## src/logic/mem_stage_macros.svh

```systemverilog
`ifndef MEM_STAGE_MACROS_SVH
`define MEM_STAGE_MACROS_SVH

// Data path and address width
`define WORD_W 32

// Pending stores held in the store buffer
`define SB_DEPTH 4

// Direct-mapped cache lines, one word each
`define CACHE_LINES 8

// Words in the backing array
// Byte addresses wrap modulo 4*MEM_WORDS
`define MEM_WORDS 64

`endif

```

## src/logic/isa_pkg.sv

```systemverilog
package isa_pkg;

    // Major opcodes handled by the memory stage
    typedef enum logic [6:0] {
        LOAD  = 7'b0000011,
        STORE = 7'b0100011,
        OP    = 7'b0110011
    } opcode_e;

    // Encoded to match funct3[1:0] of loads and stores
    typedef enum logic [1:0] {
        BYTE = 2'b00,
        HALF = 2'b01,
        WORD = 2'b10
    } access_size_e;

    // I-type layout, used by loads
    typedef struct packed {
        logic [11:0] imm;
        logic [4:0]  rs1;
        logic [2:0]  funct3;
        logic [4:0]  rd;
        opcode_e     opcode;
    } instr_i_t;

    // S-type layout, immediate split around rs2
    typedef struct packed {
        logic [6:0]  imm_hi;
        logic [4:0]  rs2;
        logic [4:0]  rs1;
        logic [2:0]  funct3;
        logic [4:0]  imm_lo;
        opcode_e     opcode;
    } instr_s_t;

    // One instruction word seen through either layout
    typedef union packed {
        instr_i_t i_fmt;
        instr_s_t s_fmt;
    } instr_u;

endpackage

```

## src/logic/mem_pkg.sv

```systemverilog
`include "mem_stage_macros.svh"

package mem_pkg;

    // One pending store
    // Data is already placed in its byte lanes
    typedef struct packed {
        logic [`WORD_W-3:0] word_addr;
        logic [`WORD_W-1:0] data;
        logic [3:0]         be;
    } sb_entry_t;

    // Store buffer drain control
    typedef enum logic {
        NORMAL   = 1'b0,
        DRAINING = 1'b1
    } drain_state_e;

endpackage

```

## src/logic/memop_decode.sv

```systemverilog
`include "mem_stage_macros.svh"

module memop_decode
    import isa_pkg::*;
(
    input  logic               valid_i,
    input  instr_u             instr_i,
    input  logic [`WORD_W-1:0] rs1_val_i,
    input  logic [`WORD_W-1:0] rs2_val_i,
    output logic               is_load_o,
    output logic               is_store_o,
    output logic               is_alu_o,
    output logic [`WORD_W-1:0] addr_o,
    output access_size_e       size_o,
    output logic               sign_ext_o,
    output logic [`WORD_W-1:0] store_data_o
);

    logic [`WORD_W-1:0] imm;
    logic [2:0]         funct3;

    // Opcode and funct3 share their bits in both layouts
    assign is_load_o  = valid_i && (instr_i.i_fmt.opcode == LOAD);
    assign is_store_o = valid_i && (instr_i.s_fmt.opcode == STORE);
    assign is_alu_o   = valid_i && (instr_i.i_fmt.opcode == OP);
    assign funct3     = instr_i.i_fmt.funct3;

    // Stores take the split S immediate, everything else the I immediate
    always_comb begin
        if (instr_i.s_fmt.opcode == STORE) begin
            imm = {{(`WORD_W-12){instr_i.s_fmt.imm_hi[6]}},
                   instr_i.s_fmt.imm_hi, instr_i.s_fmt.imm_lo};
        end else begin
            imm = {{(`WORD_W-12){instr_i.i_fmt.imm[11]}}, instr_i.i_fmt.imm};
        end
    end

    // Effective address
    assign addr_o = rs1_val_i + imm;

    // Low funct3 bits give the size
    always_comb begin
        case (funct3[1:0])
            2'b00:   size_o = BYTE;
            2'b01:   size_o = HALF;
            default: size_o = WORD;
        endcase
    end

    // LBU and LHU set funct3[2]
    assign sign_ext_o = !funct3[2];

    // Replicate store data so every lane holds a copy
    always_comb begin
        case (size_o)
            BYTE:    store_data_o = {4{rs2_val_i[7:0]}};
            HALF:    store_data_o = {2{rs2_val_i[15:0]}};
            default: store_data_o = rs2_val_i;
        endcase
    end

endmodule

```

## src/logic/store_buffer.sv

```systemverilog
`include "mem_stage_macros.svh"

module store_buffer
    import isa_pkg::*;
    import mem_pkg::*;
(
    input  logic               clk_i,
    input  logic               rsn_i,
    input  logic               is_load_i,
    input  logic               is_store_i,
    input  logic               is_alu_i,
    input  logic               accept_i,
    input  logic [`WORD_W-1:0] addr_i,
    input  access_size_e       size_i,
    input  logic [`WORD_W-1:0] store_data_i,
    input  logic               cache_hit_i,
    output logic               wr_en_o,
    output logic [`WORD_W-1:0] wr_addr_o,
    output logic [`WORD_W-1:0] wr_data_o,
    output logic [3:0]         wr_be_o,
    output logic               fwd_hit_o,
    output logic [`WORD_W-1:0] fwd_data_o,
    output logic [3:0]         fwd_be_o,
    output logic               draining_o,
    output logic               full_o
);

    localparam int PTR_W = $clog2(`SB_DEPTH);

    sb_entry_t            entries [`SB_DEPTH];
    logic [`SB_DEPTH-1:0] valid_q;
    logic [PTR_W-1:0]     rd_ptr_q;
    logic [PTR_W-1:0]     wr_ptr_q;
    drain_state_e         state_q;
    drain_state_e         state_d;
    logic                 empty;
    logic [`SB_DEPTH-1:0] match;
    logic                 any_match;
    logic                 load_conflict;
    logic                 push;
    logic [3:0]           new_be;

    assign full_o = &valid_q;
    assign empty  = ~|valid_q;

    // Full word address compare against every live entry
    always_comb begin
        for (int i = 0; i < `SB_DEPTH; i++) begin
            match[i] = valid_q[i] && (entries[i].word_addr == addr_i[`WORD_W-1:2]);
        end
    end
    assign any_match = |match;

    // Load that misses while its word is still buffered
    assign load_conflict = is_load_i && !cache_hit_i && any_match;

    // Walk oldest to youngest so younger bytes overwrite older ones
    always_comb begin : fwd_merge
        logic [PTR_W-1:0] idx;
        fwd_data_o = '0;
        fwd_be_o   = '0;
        for (int k = 0; k < `SB_DEPTH; k++) begin
            idx = rd_ptr_q + PTR_W'(k);
            if (match[idx]) begin
                for (int b = 0; b < 4; b++) begin
                    if (entries[idx].be[b]) begin
                        fwd_data_o[8*b +: 8] = entries[idx].data[8*b +: 8];
                    end
                end
                fwd_be_o = fwd_be_o | entries[idx].be;
            end
        end
    end
    assign fwd_hit_o = is_load_i && any_match && (state_q == NORMAL);

    // Drain FSM
    always_comb begin
        state_d = state_q;
        case (state_q)
            NORMAL: begin
                if ((is_store_i && full_o) || load_conflict) begin
                    state_d = DRAINING;
                end
            end
            DRAINING: begin
                if (empty) begin
                    state_d = NORMAL;
                end
            end
            default: state_d = NORMAL;
        endcase
    end

    // Stall request, full stores are handled at the top level
    assign draining_o = (state_q == DRAINING) || load_conflict;

    // Oldest entry goes out on a free port or while draining
    assign wr_en_o   = !empty && ((state_q == DRAINING) || (accept_i && is_alu_i));
    assign wr_addr_o = {entries[rd_ptr_q].word_addr, 2'b00};
    assign wr_data_o = entries[rd_ptr_q].data;
    assign wr_be_o   = entries[rd_ptr_q].be;

    // Accept already excludes a full buffer
    assign push = accept_i && is_store_i;

    // Byte enables from size and offset
    always_comb begin
        case (size_i)
            BYTE:    new_be = 4'b0001 << addr_i[1:0];
            HALF:    new_be = 4'b0011 << {addr_i[1], 1'b0};
            default: new_be = 4'b1111;
        endcase
    end

    always_ff @(posedge clk_i or negedge rsn_i) begin
        if (!rsn_i) begin
            state_q  <= NORMAL;
            valid_q  <= '0;
            rd_ptr_q <= '0;
            wr_ptr_q <= '0;
        end else begin
            state_q <= state_d;
            if (push) begin
                valid_q[wr_ptr_q] <= 1'b1;
                wr_ptr_q          <= wr_ptr_q + 1'b1;
            end
            if (wr_en_o) begin
                valid_q[rd_ptr_q] <= 1'b0;
                rd_ptr_q          <= rd_ptr_q + 1'b1;
            end
        end
    end

    // Entry payload
    always_ff @(posedge clk_i) begin
        if (push) begin
            entries[wr_ptr_q] <= '{word_addr: addr_i[`WORD_W-1:2],
                                   data:      store_data_i,
                                   be:        new_be};
        end
    end

endmodule

```

## src/logic/data_cache.sv

```systemverilog
`include "mem_stage_macros.svh"

module data_cache (
    input  logic               clk_i,
    input  logic               rsn_i,
    input  logic               rd_en_i,
    input  logic [`WORD_W-1:0] rd_addr_i,
    input  logic               wr_en_i,
    input  logic [`WORD_W-1:0] wr_addr_i,
    input  logic [`WORD_W-1:0] wr_data_i,
    input  logic [3:0]         wr_be_i,
    output logic [`WORD_W-1:0] rd_data_o,
    output logic               cache_hit_o,
    output logic               fill_busy_o
);

    localparam int IDX_W  = $clog2(`CACHE_LINES);
    localparam int MEM_AW = $clog2(`MEM_WORDS);
    localparam int TAG_W  = MEM_AW - IDX_W;

    // Backing store and line arrays
    logic [`WORD_W-1:0]      mem [`MEM_WORDS];
    logic [`WORD_W-1:0]      line_data [`CACHE_LINES];
    logic [TAG_W-1:0]        line_tag [`CACHE_LINES];
    logic [`CACHE_LINES-1:0] line_valid;

    logic [MEM_AW-1:0] rd_word;
    logic [MEM_AW-1:0] wr_word;
    logic [IDX_W-1:0]  rd_idx;
    logic [IDX_W-1:0]  wr_idx;
    logic              wr_line_hit;

    // Upper address bits wrap into the backing array
    assign rd_word = rd_addr_i[MEM_AW+1:2];
    assign wr_word = wr_addr_i[MEM_AW+1:2];
    assign rd_idx  = rd_word[IDX_W-1:0];
    assign wr_idx  = wr_word[IDX_W-1:0];

    // Lookup does not depend on rd_en_i
    assign cache_hit_o = line_valid[rd_idx] && (line_tag[rd_idx] == rd_word[MEM_AW-1:IDX_W]);
    assign rd_data_o   = line_data[rd_idx];

    // One stall cycle per miss
    assign fill_busy_o = rd_en_i && !cache_hit_o;

    // Write-through only updates a resident line
    assign wr_line_hit = line_valid[wr_idx] && (line_tag[wr_idx] == wr_word[MEM_AW-1:IDX_W]);

    always_ff @(posedge clk_i or negedge rsn_i) begin
        if (!rsn_i) begin
            line_valid <= '0;
        end else if (fill_busy_o) begin
            line_valid[rd_idx] <= 1'b1;
        end
    end

    always_ff @(posedge clk_i) begin
        // Miss fill from the backing word
        if (fill_busy_o) begin
            line_data[rd_idx] <= mem[rd_word];
            line_tag[rd_idx]  <= rd_word[MEM_AW-1:IDX_W];
        end
        // Byte-enabled write to memory and matching line
        if (wr_en_i) begin
            for (int b = 0; b < 4; b++) begin
                if (wr_be_i[b]) begin
                    mem[wr_word][8*b +: 8] <= wr_data_i[8*b +: 8];
                    if (wr_line_hit) begin
                        line_data[wr_idx][8*b +: 8] <= wr_data_i[8*b +: 8];
                    end
                end
            end
        end
    end

endmodule

```

## src/logic/load_result.sv

```systemverilog
`include "mem_stage_macros.svh"

module load_result
    import isa_pkg::*;
(
    input  logic               clk_i,
    input  logic               rsn_i,
    input  logic               load_fire_i,
    input  logic [1:0]         addr_i,
    input  access_size_e       size_i,
    input  logic               sign_ext_i,
    input  logic [`WORD_W-1:0] cache_data_i,
    input  logic               fwd_hit_i,
    input  logic [`WORD_W-1:0] fwd_data_i,
    input  logic [3:0]         fwd_be_i,
    output logic               result_valid_o,
    output logic [`WORD_W-1:0] result_o
);

    logic [`WORD_W-1:0] merged;
    logic [`WORD_W-1:0] shifted;
    logic [`WORD_W-1:0] extended;

    // Buffered bytes win over the cache word
    always_comb begin
        for (int b = 0; b < 4; b++) begin
            merged[8*b +: 8] = (fwd_hit_i && fwd_be_i[b]) ? fwd_data_i[8*b +: 8]
                                                          : cache_data_i[8*b +: 8];
        end
    end

    // Bring the addressed byte to lane 0
    assign shifted = merged >> {addr_i, 3'b000};

    always_comb begin
        case (size_i)
            BYTE:    extended = {{(`WORD_W-8){sign_ext_i && shifted[7]}}, shifted[7:0]};
            HALF:    extended = {{(`WORD_W-16){sign_ext_i && shifted[15]}}, shifted[15:0]};
            default: extended = shifted;
        endcase
    end

    // Valid pulse one cycle after acceptance
    always_ff @(posedge clk_i or negedge rsn_i) begin
        if (!rsn_i) begin
            result_valid_o <= 1'b0;
        end else begin
            result_valid_o <= load_fire_i;
        end
    end

    always_ff @(posedge clk_i) begin
        if (load_fire_i) begin
            result_o <= extended;
        end
    end

endmodule

```

## src/logic/mem_stage_top.sv

```systemverilog
`include "mem_stage_macros.svh"

module mem_stage_top
    import isa_pkg::*;
(
    input  logic               clk_i,
    input  logic               rsn_i,
    input  logic               valid_i,
    input  instr_u             instr_i,
    input  logic [`WORD_W-1:0] rs1_val_i,
    input  logic [`WORD_W-1:0] rs2_val_i,
    output logic               stall_o,
    output logic               result_valid_o,
    output logic [`WORD_W-1:0] result_o
);

    // Decoded operation
    logic               dec_is_load;
    logic               dec_is_store;
    logic               dec_is_alu;
    logic [`WORD_W-1:0] dec_addr;
    access_size_e       dec_size;
    logic               dec_sign_ext;
    logic [`WORD_W-1:0] dec_store_data;

    // Buffer drain port and forwarding
    logic               sb_wr_en;
    logic [`WORD_W-1:0] sb_wr_addr;
    logic [`WORD_W-1:0] sb_wr_data;
    logic [3:0]         sb_wr_be;
    logic               fwd_hit;
    logic [`WORD_W-1:0] fwd_data;
    logic [3:0]         fwd_be;
    logic               sb_draining;
    logic               sb_full;

    // Cache side
    logic               cache_rd_en;
    logic [`WORD_W-1:0] cache_rd_data;
    logic               cache_hit;
    logic               fill_busy;

    logic               accept;
    logic               load_fire;

    // Stall on drain, on a store into a full buffer, or on a miss fill
    assign stall_o   = sb_draining || (dec_is_store && sb_full) || fill_busy;
    assign accept    = valid_i && !stall_o;
    assign load_fire = accept && dec_is_load;

    // Hold the fill off until a conflicting drain has finished
    assign cache_rd_en = dec_is_load && !sb_draining;

    memop_decode u_decode (
        .valid_i      (valid_i),
        .instr_i      (instr_i),
        .rs1_val_i    (rs1_val_i),
        .rs2_val_i    (rs2_val_i),
        .is_load_o    (dec_is_load),
        .is_store_o   (dec_is_store),
        .is_alu_o     (dec_is_alu),
        .addr_o       (dec_addr),
        .size_o       (dec_size),
        .sign_ext_o   (dec_sign_ext),
        .store_data_o (dec_store_data)
    );

    store_buffer u_sb (
        .clk_i        (clk_i),
        .rsn_i        (rsn_i),
        .is_load_i    (dec_is_load),
        .is_store_i   (dec_is_store),
        .is_alu_i     (dec_is_alu),
        .accept_i     (accept),
        .addr_i       (dec_addr),
        .size_i       (dec_size),
        .store_data_i (dec_store_data),
        .cache_hit_i  (cache_hit),
        .wr_en_o      (sb_wr_en),
        .wr_addr_o    (sb_wr_addr),
        .wr_data_o    (sb_wr_data),
        .wr_be_o      (sb_wr_be),
        .fwd_hit_o    (fwd_hit),
        .fwd_data_o   (fwd_data),
        .fwd_be_o     (fwd_be),
        .draining_o   (sb_draining),
        .full_o       (sb_full)
    );

    data_cache u_cache (
        .clk_i       (clk_i),
        .rsn_i       (rsn_i),
        .rd_en_i     (cache_rd_en),
        .rd_addr_i   (dec_addr),
        .wr_en_i     (sb_wr_en),
        .wr_addr_i   (sb_wr_addr),
        .wr_data_i   (sb_wr_data),
        .wr_be_i     (sb_wr_be),
        .rd_data_o   (cache_rd_data),
        .cache_hit_o (cache_hit),
        .fill_busy_o (fill_busy)
    );

    load_result u_result (
        .clk_i          (clk_i),
        .rsn_i          (rsn_i),
        .load_fire_i    (load_fire),
        .addr_i         (dec_addr[1:0]),
        .size_i         (dec_size),
        .sign_ext_i     (dec_sign_ext),
        .cache_data_i   (cache_rd_data),
        .fwd_hit_i      (fwd_hit),
        .fwd_data_i     (fwd_data),
        .fwd_be_i       (fwd_be),
        .result_valid_o (result_valid_o),
        .result_o       (result_o)
    );

endmodule

```

## config.mk

```make
export PLATFORM = sky130hd
export DESIGN_NAME = mem_stage_top
export DESIGN_NICKNAME = d
export VERILOG_FILES = /design/src/logic/isa_pkg.sv /design/src/logic/mem_pkg.sv /design/src/logic/memop_decode.sv /design/src/logic/store_buffer.sv /design/src/logic/data_cache.sv /design/src/logic/load_result.sv /design/src/logic/mem_stage_top.sv
export VERILOG_INCLUDE_DIRS = /design/src /design/src/logic
export SDC_FILE = /design/constraint.sdc
export NUM_CORES = 2
export LEC_CHECK = 0
export ABC_AREA = 1
export BUFFER_PORTS_ARGS = -buffer_cell sky130_fd_sc_hd__buf_4
export CELL_PAD_IN_SITES_DETAIL_PLACEMENT = 1
export CELL_PAD_IN_SITES_GLOBAL_PLACEMENT = 1
export CORE_AREA = 4 4 568 570
export CTS_CLUSTER_SIZE = 20
export DETAILED_ROUTE_END_ITERATION = 16
export DIE_AREA = 0 0 572 574
export GPL_TIMING_DRIVEN = 0
export MAX_ROUTING_LAYER = met4
export PLACE_DENSITY_LB_ADDON = 0.1
export SYNTH_ARGS = -nofsm -noshare
export SYNTH_HDL_FRONTEND = slang
export SYNTH_SLANG_ARGS = --single-unit
export TNS_END_PERCENT = 100
```

## constraint.sdc

```tcl
create_clock -name clk_i -period 12.19 [get_ports clk_i]
set_input_delay 0 -clock clk_i [delete_from_list [all_inputs] [get_ports clk_i]]
set_output_delay 0 -clock clk_i [all_outputs]
set_load 0.01 [all_outputs]
```

Word-level counts from Yosys, hierarchy flattened --
Memories as Yosys holds them, arrays and structs flattened. Cells that the tools add are included.
Storage, ports and cells: bits in latches 0, register bits 50, bits in read-only memories 0, memories kept 4, bits of input ports 99, word-level logic and storage cells 181, memory bits (writable) 2592, output and inout bits 34
Cells by class: $lt $le $gt $ge 10, reductions and logical operators 45, equality and inequality tests 11, $add $sub $neg 5, bitwise operators 8, $mul 0, shifts and indexed selects 3, mux-type cells 88, divide/modulo/power cells 0
Memories:
- u_cache.mem | words 64, width 32, rd ports 1, clocked after Yosys merged registers in 0, write ports 1, line data_cache.sv:22 | logic [`WORD_W-1:0] mem [`MEM_WORDS];
- u_sb.entries | words 4, width 66, rd ports 8, clocked after Yosys merged registers in 0, write ports 1, line store_buffer.sv:30 | sb_entry_t entries [`SB_DEPTH];
- u_cache.line_data | words 8, width 32, rd ports 1, clocked after Yosys merged registers in 0, write ports 1, line data_cache.sv:23 | logic [`WORD_W-1:0] line_data [`CACHE_LINES];
- u_cache.line_tag | words 8, width 3, rd ports 2, clocked after Yosys merged registers in 0, write ports 1, line data_cache.sv:24 | logic [TAG_W-1:0] line_tag [`CACHE_LINES];
Operators by type and width (number):
- 2-to-1 mux 32 bit | 5
- 2-to-1 mux 8 bit | 20
- case mux 32 bit (2 select lines) | 2
- == test 30 bit | 4
- 2-to-1 mux 1 bit | 40
- adder 32 bit | 1
- OR reduction 32 bit | 1
- >> shifter 32 x 5 -> 32 bit | 1
- logical AND 1 bit | 30
- 2-to-1 mux 4 bit | 7
- OR 4 bit | 4
- < comparator 2 x 3 -> 1 bit, second input constant | 5
- == test 7 x 6 -> 1 bit, second input constant | 2
- binary-select mux 1 bit (select 2 bit) | 4
- < comparator 3 x 4 -> 1 bit, second input constant | 2
- OR 8 bit | 1
- case mux 4 bit (2 select lines) | 1
- OR reduction 4 bit | 2
- == test 7 x 2 -> 1 bit, second input constant | 1
- binary-select mux 1 bit (select 3 bit) | 2
- == test 3 bit | 2
- logical OR 1 bit | 5
- 2-to-1 mux 5 bit | 1
- adder 2 x 1 -> 2 bit, second input constant | 2
- 17 further kinds | 25

Longest topological paths before layout --
depth in word-level cells 23, mapped depth 44, gate-level depth less buffers 42

By module --
A second synthesis with hierarchy kept.
Unflattened totals: cells, all modules 12671, area total of the unflattened synthesis 123662.4 um^2
By module, submodules not included:
- data_cache | area an instance 100592.7 um^2, cells each 9489, sequential area each 70107.2 um^2, instances 1
- store_buffer | area an instance 17814.6 um^2, cells each 2262, sequential area each 8152.8 um^2, instances 1
- memop_decode | area an instance 2900.3 um^2, cells each 604, sequential area each 0.0 um^2, instances 1
- load_result | area an instance 2313.5 um^2, cells each 308, sequential area each 985.9 um^2, instances 1
- mem_stage_top | area an instance 41.3 um^2, cells each 8, sequential area each 0.0 um^2, instances 1

Worst setup path after synthesis --
OpenSTA, ideal clock, no wires.
kind input to register, start input instr_i[3] (netlist bit), end register u_result.result_o[0] (enable), data arrival time 5.588 ns, library setup time 0.463 ns, stages 29, path buffers 1, required time 11.727 ns, slack 6.139 ns, cell sequence nor2_1 -> and3_1 -> inv_1 -> nor3_1 -> inv_1 -> nand2_1 -> nand2_1 -> ha_1 -> fa_1 -> nand2_1 -> nand3_2 -> nand2_1 -> nand2_1 -> nand2_1 -> buf_6 -> nand3_1 -> o22ai_1 -> nor2_1 -> nand2_1 -> xor2_1 -> a21oi_1 -> nand2_1 -> inv_1 -> nor2_1 -> o21ai_2 -> nand3_2 -> nor2_4 -> inv_1 -> nor3_1
Between the ends: cells in the longest elaborated chain, start to end 17
Ends and longest elaborated chain:
- start: declaration | line mem_stage_top.sv:9 | input instr_u instr_i,
- == test 7 x 6 -> 1 bit (*) | line memop_decode.sv:30 | if (instr_i.s_fmt.opcode == STORE) begin
- 2-to-1 mux 5 bit (*) | line memop_decode.sv:30
- adder 32 bit (*) | line memop_decode.sv:39 | assign addr_o = rs1_val_i + imm;
- via dec_addr[4] | line mem_stage_top.sv:21 | logic [`WORD_W-1:0] dec_addr;
- memory (8 x 3 bit) or binary-select mux 1 bit (select 3 bit) (tied branches)
- == test 3 bit or 2-to-1 mux 1 bit (tied branches) | line data_cache.sv:40 | assign cache_hit_o = line_valid[rd_idx] && (line_tag[rd_idx] == rd_word[MEM_AW-1:IDX_W]);
- logical AND 1 bit | line data_cache.sv:40
- zero test 1 bit | line store_buffer.sv:55, data_cache.sv:44
- (+4 left out)
- logical AND 1 bit | line mem_stage_top.sv:52 | assign cache_rd_en = dec_is_load && !sb_draining;
- logical AND 1 bit | line data_cache.sv:44 | assign fill_busy_o = rd_en_i && !cache_hit_o;
- logical OR 1 bit (*) | line mem_stage_top.sv:47 | assign stall_o = sb_draining || (dec_is_store && sb_full) || fill_busy;
- via stall_o | line mem_stage_top.sv:12 | output logic stall_o,
- zero test 1 bit (*) | line mem_stage_top.sv:48 | assign accept = valid_i && !stall_o;
- logical AND 1 bit (*) | line mem_stage_top.sv:48
- logical AND 1 bit (*) | line mem_stage_top.sv:49 | assign load_fire = accept && dec_is_load;
- via load_fire | line mem_stage_top.sv:44 | logic load_fire;
- end signal: assignment | line load_result.sv:54 | result_o <= extended;
- end: declaration | line load_result.sv:17 | output logic [`WORD_W-1:0] result_o
Mark *: on every way through the listed nets, which the timed path passes. The rest lies on a longest branch. The select of a mux whose other input is x is not followed. A chain may end at the register's enable or synchronous reset.

Worst setup path in the final report --
start input instr_i[2] (netlist bit), end memory u_cache.line_data[4][1] (netlist bit), data pin
Between the ends: cells in the longest elaborated chain, start to end 23
Ends and longest elaborated chain:
- == test 7 x 6 -> 1 bit | line memop_decode.sv:24, memop_decode.sv:30
- 2-to-1 mux 5 bit | line memop_decode.sv:30
- adder 32 bit | line memop_decode.sv:39
- memory (8 x 3 bit) or binary-select mux 1 bit (select 3 bit) (tied branches)
- == test 3 bit or 2-to-1 mux 1 bit (tied branches) | line data_cache.sv:40
- logical AND 1 bit | line data_cache.sv:40
- zero test 1 bit | line store_buffer.sv:55, data_cache.sv:44
- logical AND 1 bit (2 in series) | line store_buffer.sv:55 | assign load_conflict = is_load_i && !cache_hit_i && any_match;
- (+6 left out)
- logical AND 1 bit | line mem_stage_top.sv:48
- logical AND 1 bit | line store_buffer.sv:98 | assign wr_en_o = !empty && ((state_q == DRAINING) || (accept_i && is_alu_i));
- logical OR 1 bit | line store_buffer.sv:98
- logical AND 1 bit | line store_buffer.sv:98
- 2-to-1 mux 1 bit | line data_cache.sv:64 | if (wr_en_i) begin
- 2-to-1 mux 1 bit (not written as such) | line data_cache.sv:69 | line_data[wr_idx][8*b +: 8] <= wr_data_i[8*b +: 8];
- OR reduction 32 bit (no line)
- 2-to-1 mux 32 bit (no line) (*)
- end: declaration | line data_cache.sv:23
Every way passes the cells marked *; elsewhere a longest branch is shown, timed or not. The select of a mux whose other input is x is not followed.

==> run summary <==
Status - finished with violations
Failing checks - max-capacitance violations, max-slew violations
Fill cell count - 33,300
Final Max Slew Viols - 168
Antenna-violating nets left - 0
Ys async rst share - 0.681%
PostCTS Resize Cnt - 0
Primary FF master, synth - edfxtp_1
# DRC - 0
Switching pwr - 0.00688 W
Vias/cell - 5.72
# setup viols final - 0
Seq cells post-synth - 2,642
Top Ports - 133
Register area share after synthesis - 71.6%
RSZ-0062 raised after global routing - false
Period utilisation layout - 81.6%
Remaining global-route overflow - 0
Achievable Freq - 0.101 GHz
Clock Power Share - 39.5%
CP Max Fanout - 10
NumNets Final - 9,808
GP Congestion - 0.980
Port Buf Inserts - 127
Worst slew pin tran - 1.66 ns
Routed WL per cell - 37.5 um
# H-tree levels - 5
Commonest non-fill, non-tap cell in the layout - edfxtp_1
Pre-CTS WS - 2.56 ns
Iteration-0 DRC count of the detailed router - 9,430
FP Rows - 207
Commonest cells after routing, fill and taps aside - 2,624 x edfxtp_1, 2,380 x nand2_1, 578 x nor2_1
Critical Path Start Type - primary input
Post-Syn Area - 111,000 um^2
CTS tree - done
DP HPWL - 388 mm
CTS buffer count - 304
First-pass GRT wire length - 700 mm
Root Buffer - clkbuf_16
Critical path data arrival time - 10.48 ns
Worst-case clock buffer depth - 4
Area of the die - 328,000 um^2
Die Wd - 572 um
Core Area - 317,000 um^2
PnR worst setup slack - 2.24 ns
Skew final - 0.0913 ns
Relative slew slack - -11.7%
Chip height - 574 um
Clock sink total - 2,642
Synthesized Nets - 9,224
Total Routing Usage GR - 32.4%
Internal power - 0.0161 W
Initial antenna violation count - 50
Routed vias - 80,700
Area growth, synth to finish - 16.7%
Final Hold Slack - 0.0639 ns
Final Hold Viols - 0
Post-synth EDFFs - 2,624
Pwr dens - 178 nW/um^2
WS Path Type - in -> reg
Gate power share - 16.4%
Seq pwr share - 44.1%
Vias in the first global route - 79,500
Worst path required time - 12.72 ns
Unique masters post-synth - 63
Post-route setup TNS - 0 ns
Synth warn - 0
Hold/Removal Path Class - in -> reg
Layout cell share with drive strength beyond 1 - 9.46%
Max VDD drop - 123 uV
Leak pwr - 44.8 nW
Clk_lat worst skew - 0.97 ns
DR pass1 iterations - 6
Largest net degree at the start of global routing - 65
Initial Util - 34.9%
Reg clk slew, reported paths - 0.06 ns
Fin crit period - 9.95 ns
Mean Syn Cell Area - 12.2 um^2
Setup crit end kind - flop
WL final - 530 mm
Maxcap violations - 19
Total power - 0.0229 W
Sw Ratio - 30.0%
Gate Count Post-Synth - 9,085
==> per-layer routing <==
| metal | GRT usage (%) | wire, um |
|---|---|---|
| met5 | - | 0 |
| met2 | 50.8 | 246000 |
| met3 | 4.41 | 34700 |
| met1 | 40.6 | 212000 |
| met4 | 18.0 | 36600 |
==> area by class of cell <==
cell class,count,area [um^2],area share (%)
Antenna cell,24,60.1,0.0465
Buffer,423,2060,1.60
Clock buffer,379,8000,6.19
Clock inverter,161,1600,1.24
Inverter,550,2130,1.65
Multi-Input combinational cell,5470,27400,21.2
Sequential cell,2642,79200,61.4
Tap cell,4180,5230,4.05
Timing Repair Buffer,278,3330,2.58
==> power groups by stage <==
stage	combinational (W)	clock (W)	sequential (W)
floorplan	0.00151	0	0.0103
global placement	0.00354	0	0.0103
detailed placement	0.00366	0	0.0103
CTS	0.00369	0.00916	0.0101
global route	0.00382	0.00953	0.0101
finish	0.00377	0.00906	0.0101
==> path summary, 6_finish.rpt <==
kind | to | slack, ns | start | cells after the start
setup / recovery | u_cache.line_data[4][1] | 2.24 | instr_i[2] | 28
setup reg to reg | u_result.result_o[6] | 5.25 | u_sb.rd_ptr_q[0] | 21
min in group asynchronous | u_sb.valid_q[2] | 0.37 | rsn_i | 3
hold reg to reg | u_cache.line_valid[5] | 0.48 | u_cache.line_valid[5] | 2
hold / removal | u_sb.entries[2][53] | 0.06 | rs1_val_i[19] | 4
max in group asynchronous | u_result.result_valid_o | 11.19 | rsn_i | 3
==> metrics by stage <==
stage / cells / utilization, % / area [um^2]
after global placement: 13400 / 36.8 / 117000
final: 14100 / 40.7 / 129000
after detailed placement: 13500 / 37.4 / 119000
after global routing: 14100 / 40.7 / 129000
after CTS: 14100 / 40.7 / 129000
after floorplan: 9085 / - / 111000
==> worst max-delay path: stages <==
cell and delay [ns]:
dlygate4sd3_1 0.54, buf_4 0.13, nor2_1 0.08, dlygate4sd3_1 0.56, and3_1 0.19, inv_1 0.08, nor3_1 0.47, inv_1 0.23
nand2_1 0.10, nand2_1 0.07, ha_1 0.29, fa_1 0.52, nand2_1 0.16, nand3_2 0.08, nand2_1 0.09, nand2_1 0.05
nand2_1 0.27, nand3_1 0.83, clkinv_1 0.78, clkbuf_1 0.53, clkbuf_1 1.05, buf_1 1.22, a21oi_1 0.18, nand4_1 0.28
nand3_1 0.12, nand3_1 0.15, nand2_1 0.27, o21ai_0 1.10
==> cells in the mapped netlist (58+ instances only) <==
cell      instances  area [um^2]
a211oi_1         98          736
a21oi_1         393         1970
a221oi_1        193         1690
a22o_1          237         2080
buf_1            83          312
clkbuf_1        270         1010
edfxtp_1       2624        78800
inv_1           519         1950
nand2_1        2380         8930
nand2_2          58          363
nand3_1         566         2830
nand4_1         307         1920
nor2_1          580         2180
o211ai_1         60          450
o21ai_0         287         1440
==> kinds of logic (layout without fill, tap and decap cells) <==
logic type | count (synthesis) | in the layout | synth area share (%)
fa+ha+maj | 40 | 40 | 0.459
buf+inv | 973 | 1791 | 3.66
xor+xnor | 20 | 20 | 0.158
compound gates | 1360 | 1360 | 8.18
other cells | 0 | 24 | 0
mux | 33 | 33 | 0.299
flops | 2642 | 2642 | 71.6
simple gates | 4017 | 4017 | 15.6
==> registers in the layout (all words and copies together) (netlist names) <==
register                 flops
u_sb.rd_ptr_q                2
u_sb.entries               264
u_sb.wr_ptr_q                2
u_result.result_o           32
u_cache.line_data          256
u_cache.line_tag            24
u_cache.line_valid           8
u_sb.valid_q                 4
u_sb.state_q                 1
u_cache.mem               2048
u_result.result_valid_o      1
==> what timing repair did <==
item	in CTS	in global routing
endpoints found under the hold margin	271	0
hold buffers	80	0
buffers inserted	0	0
Note: power is estimated with default switching activity, not from simulation.
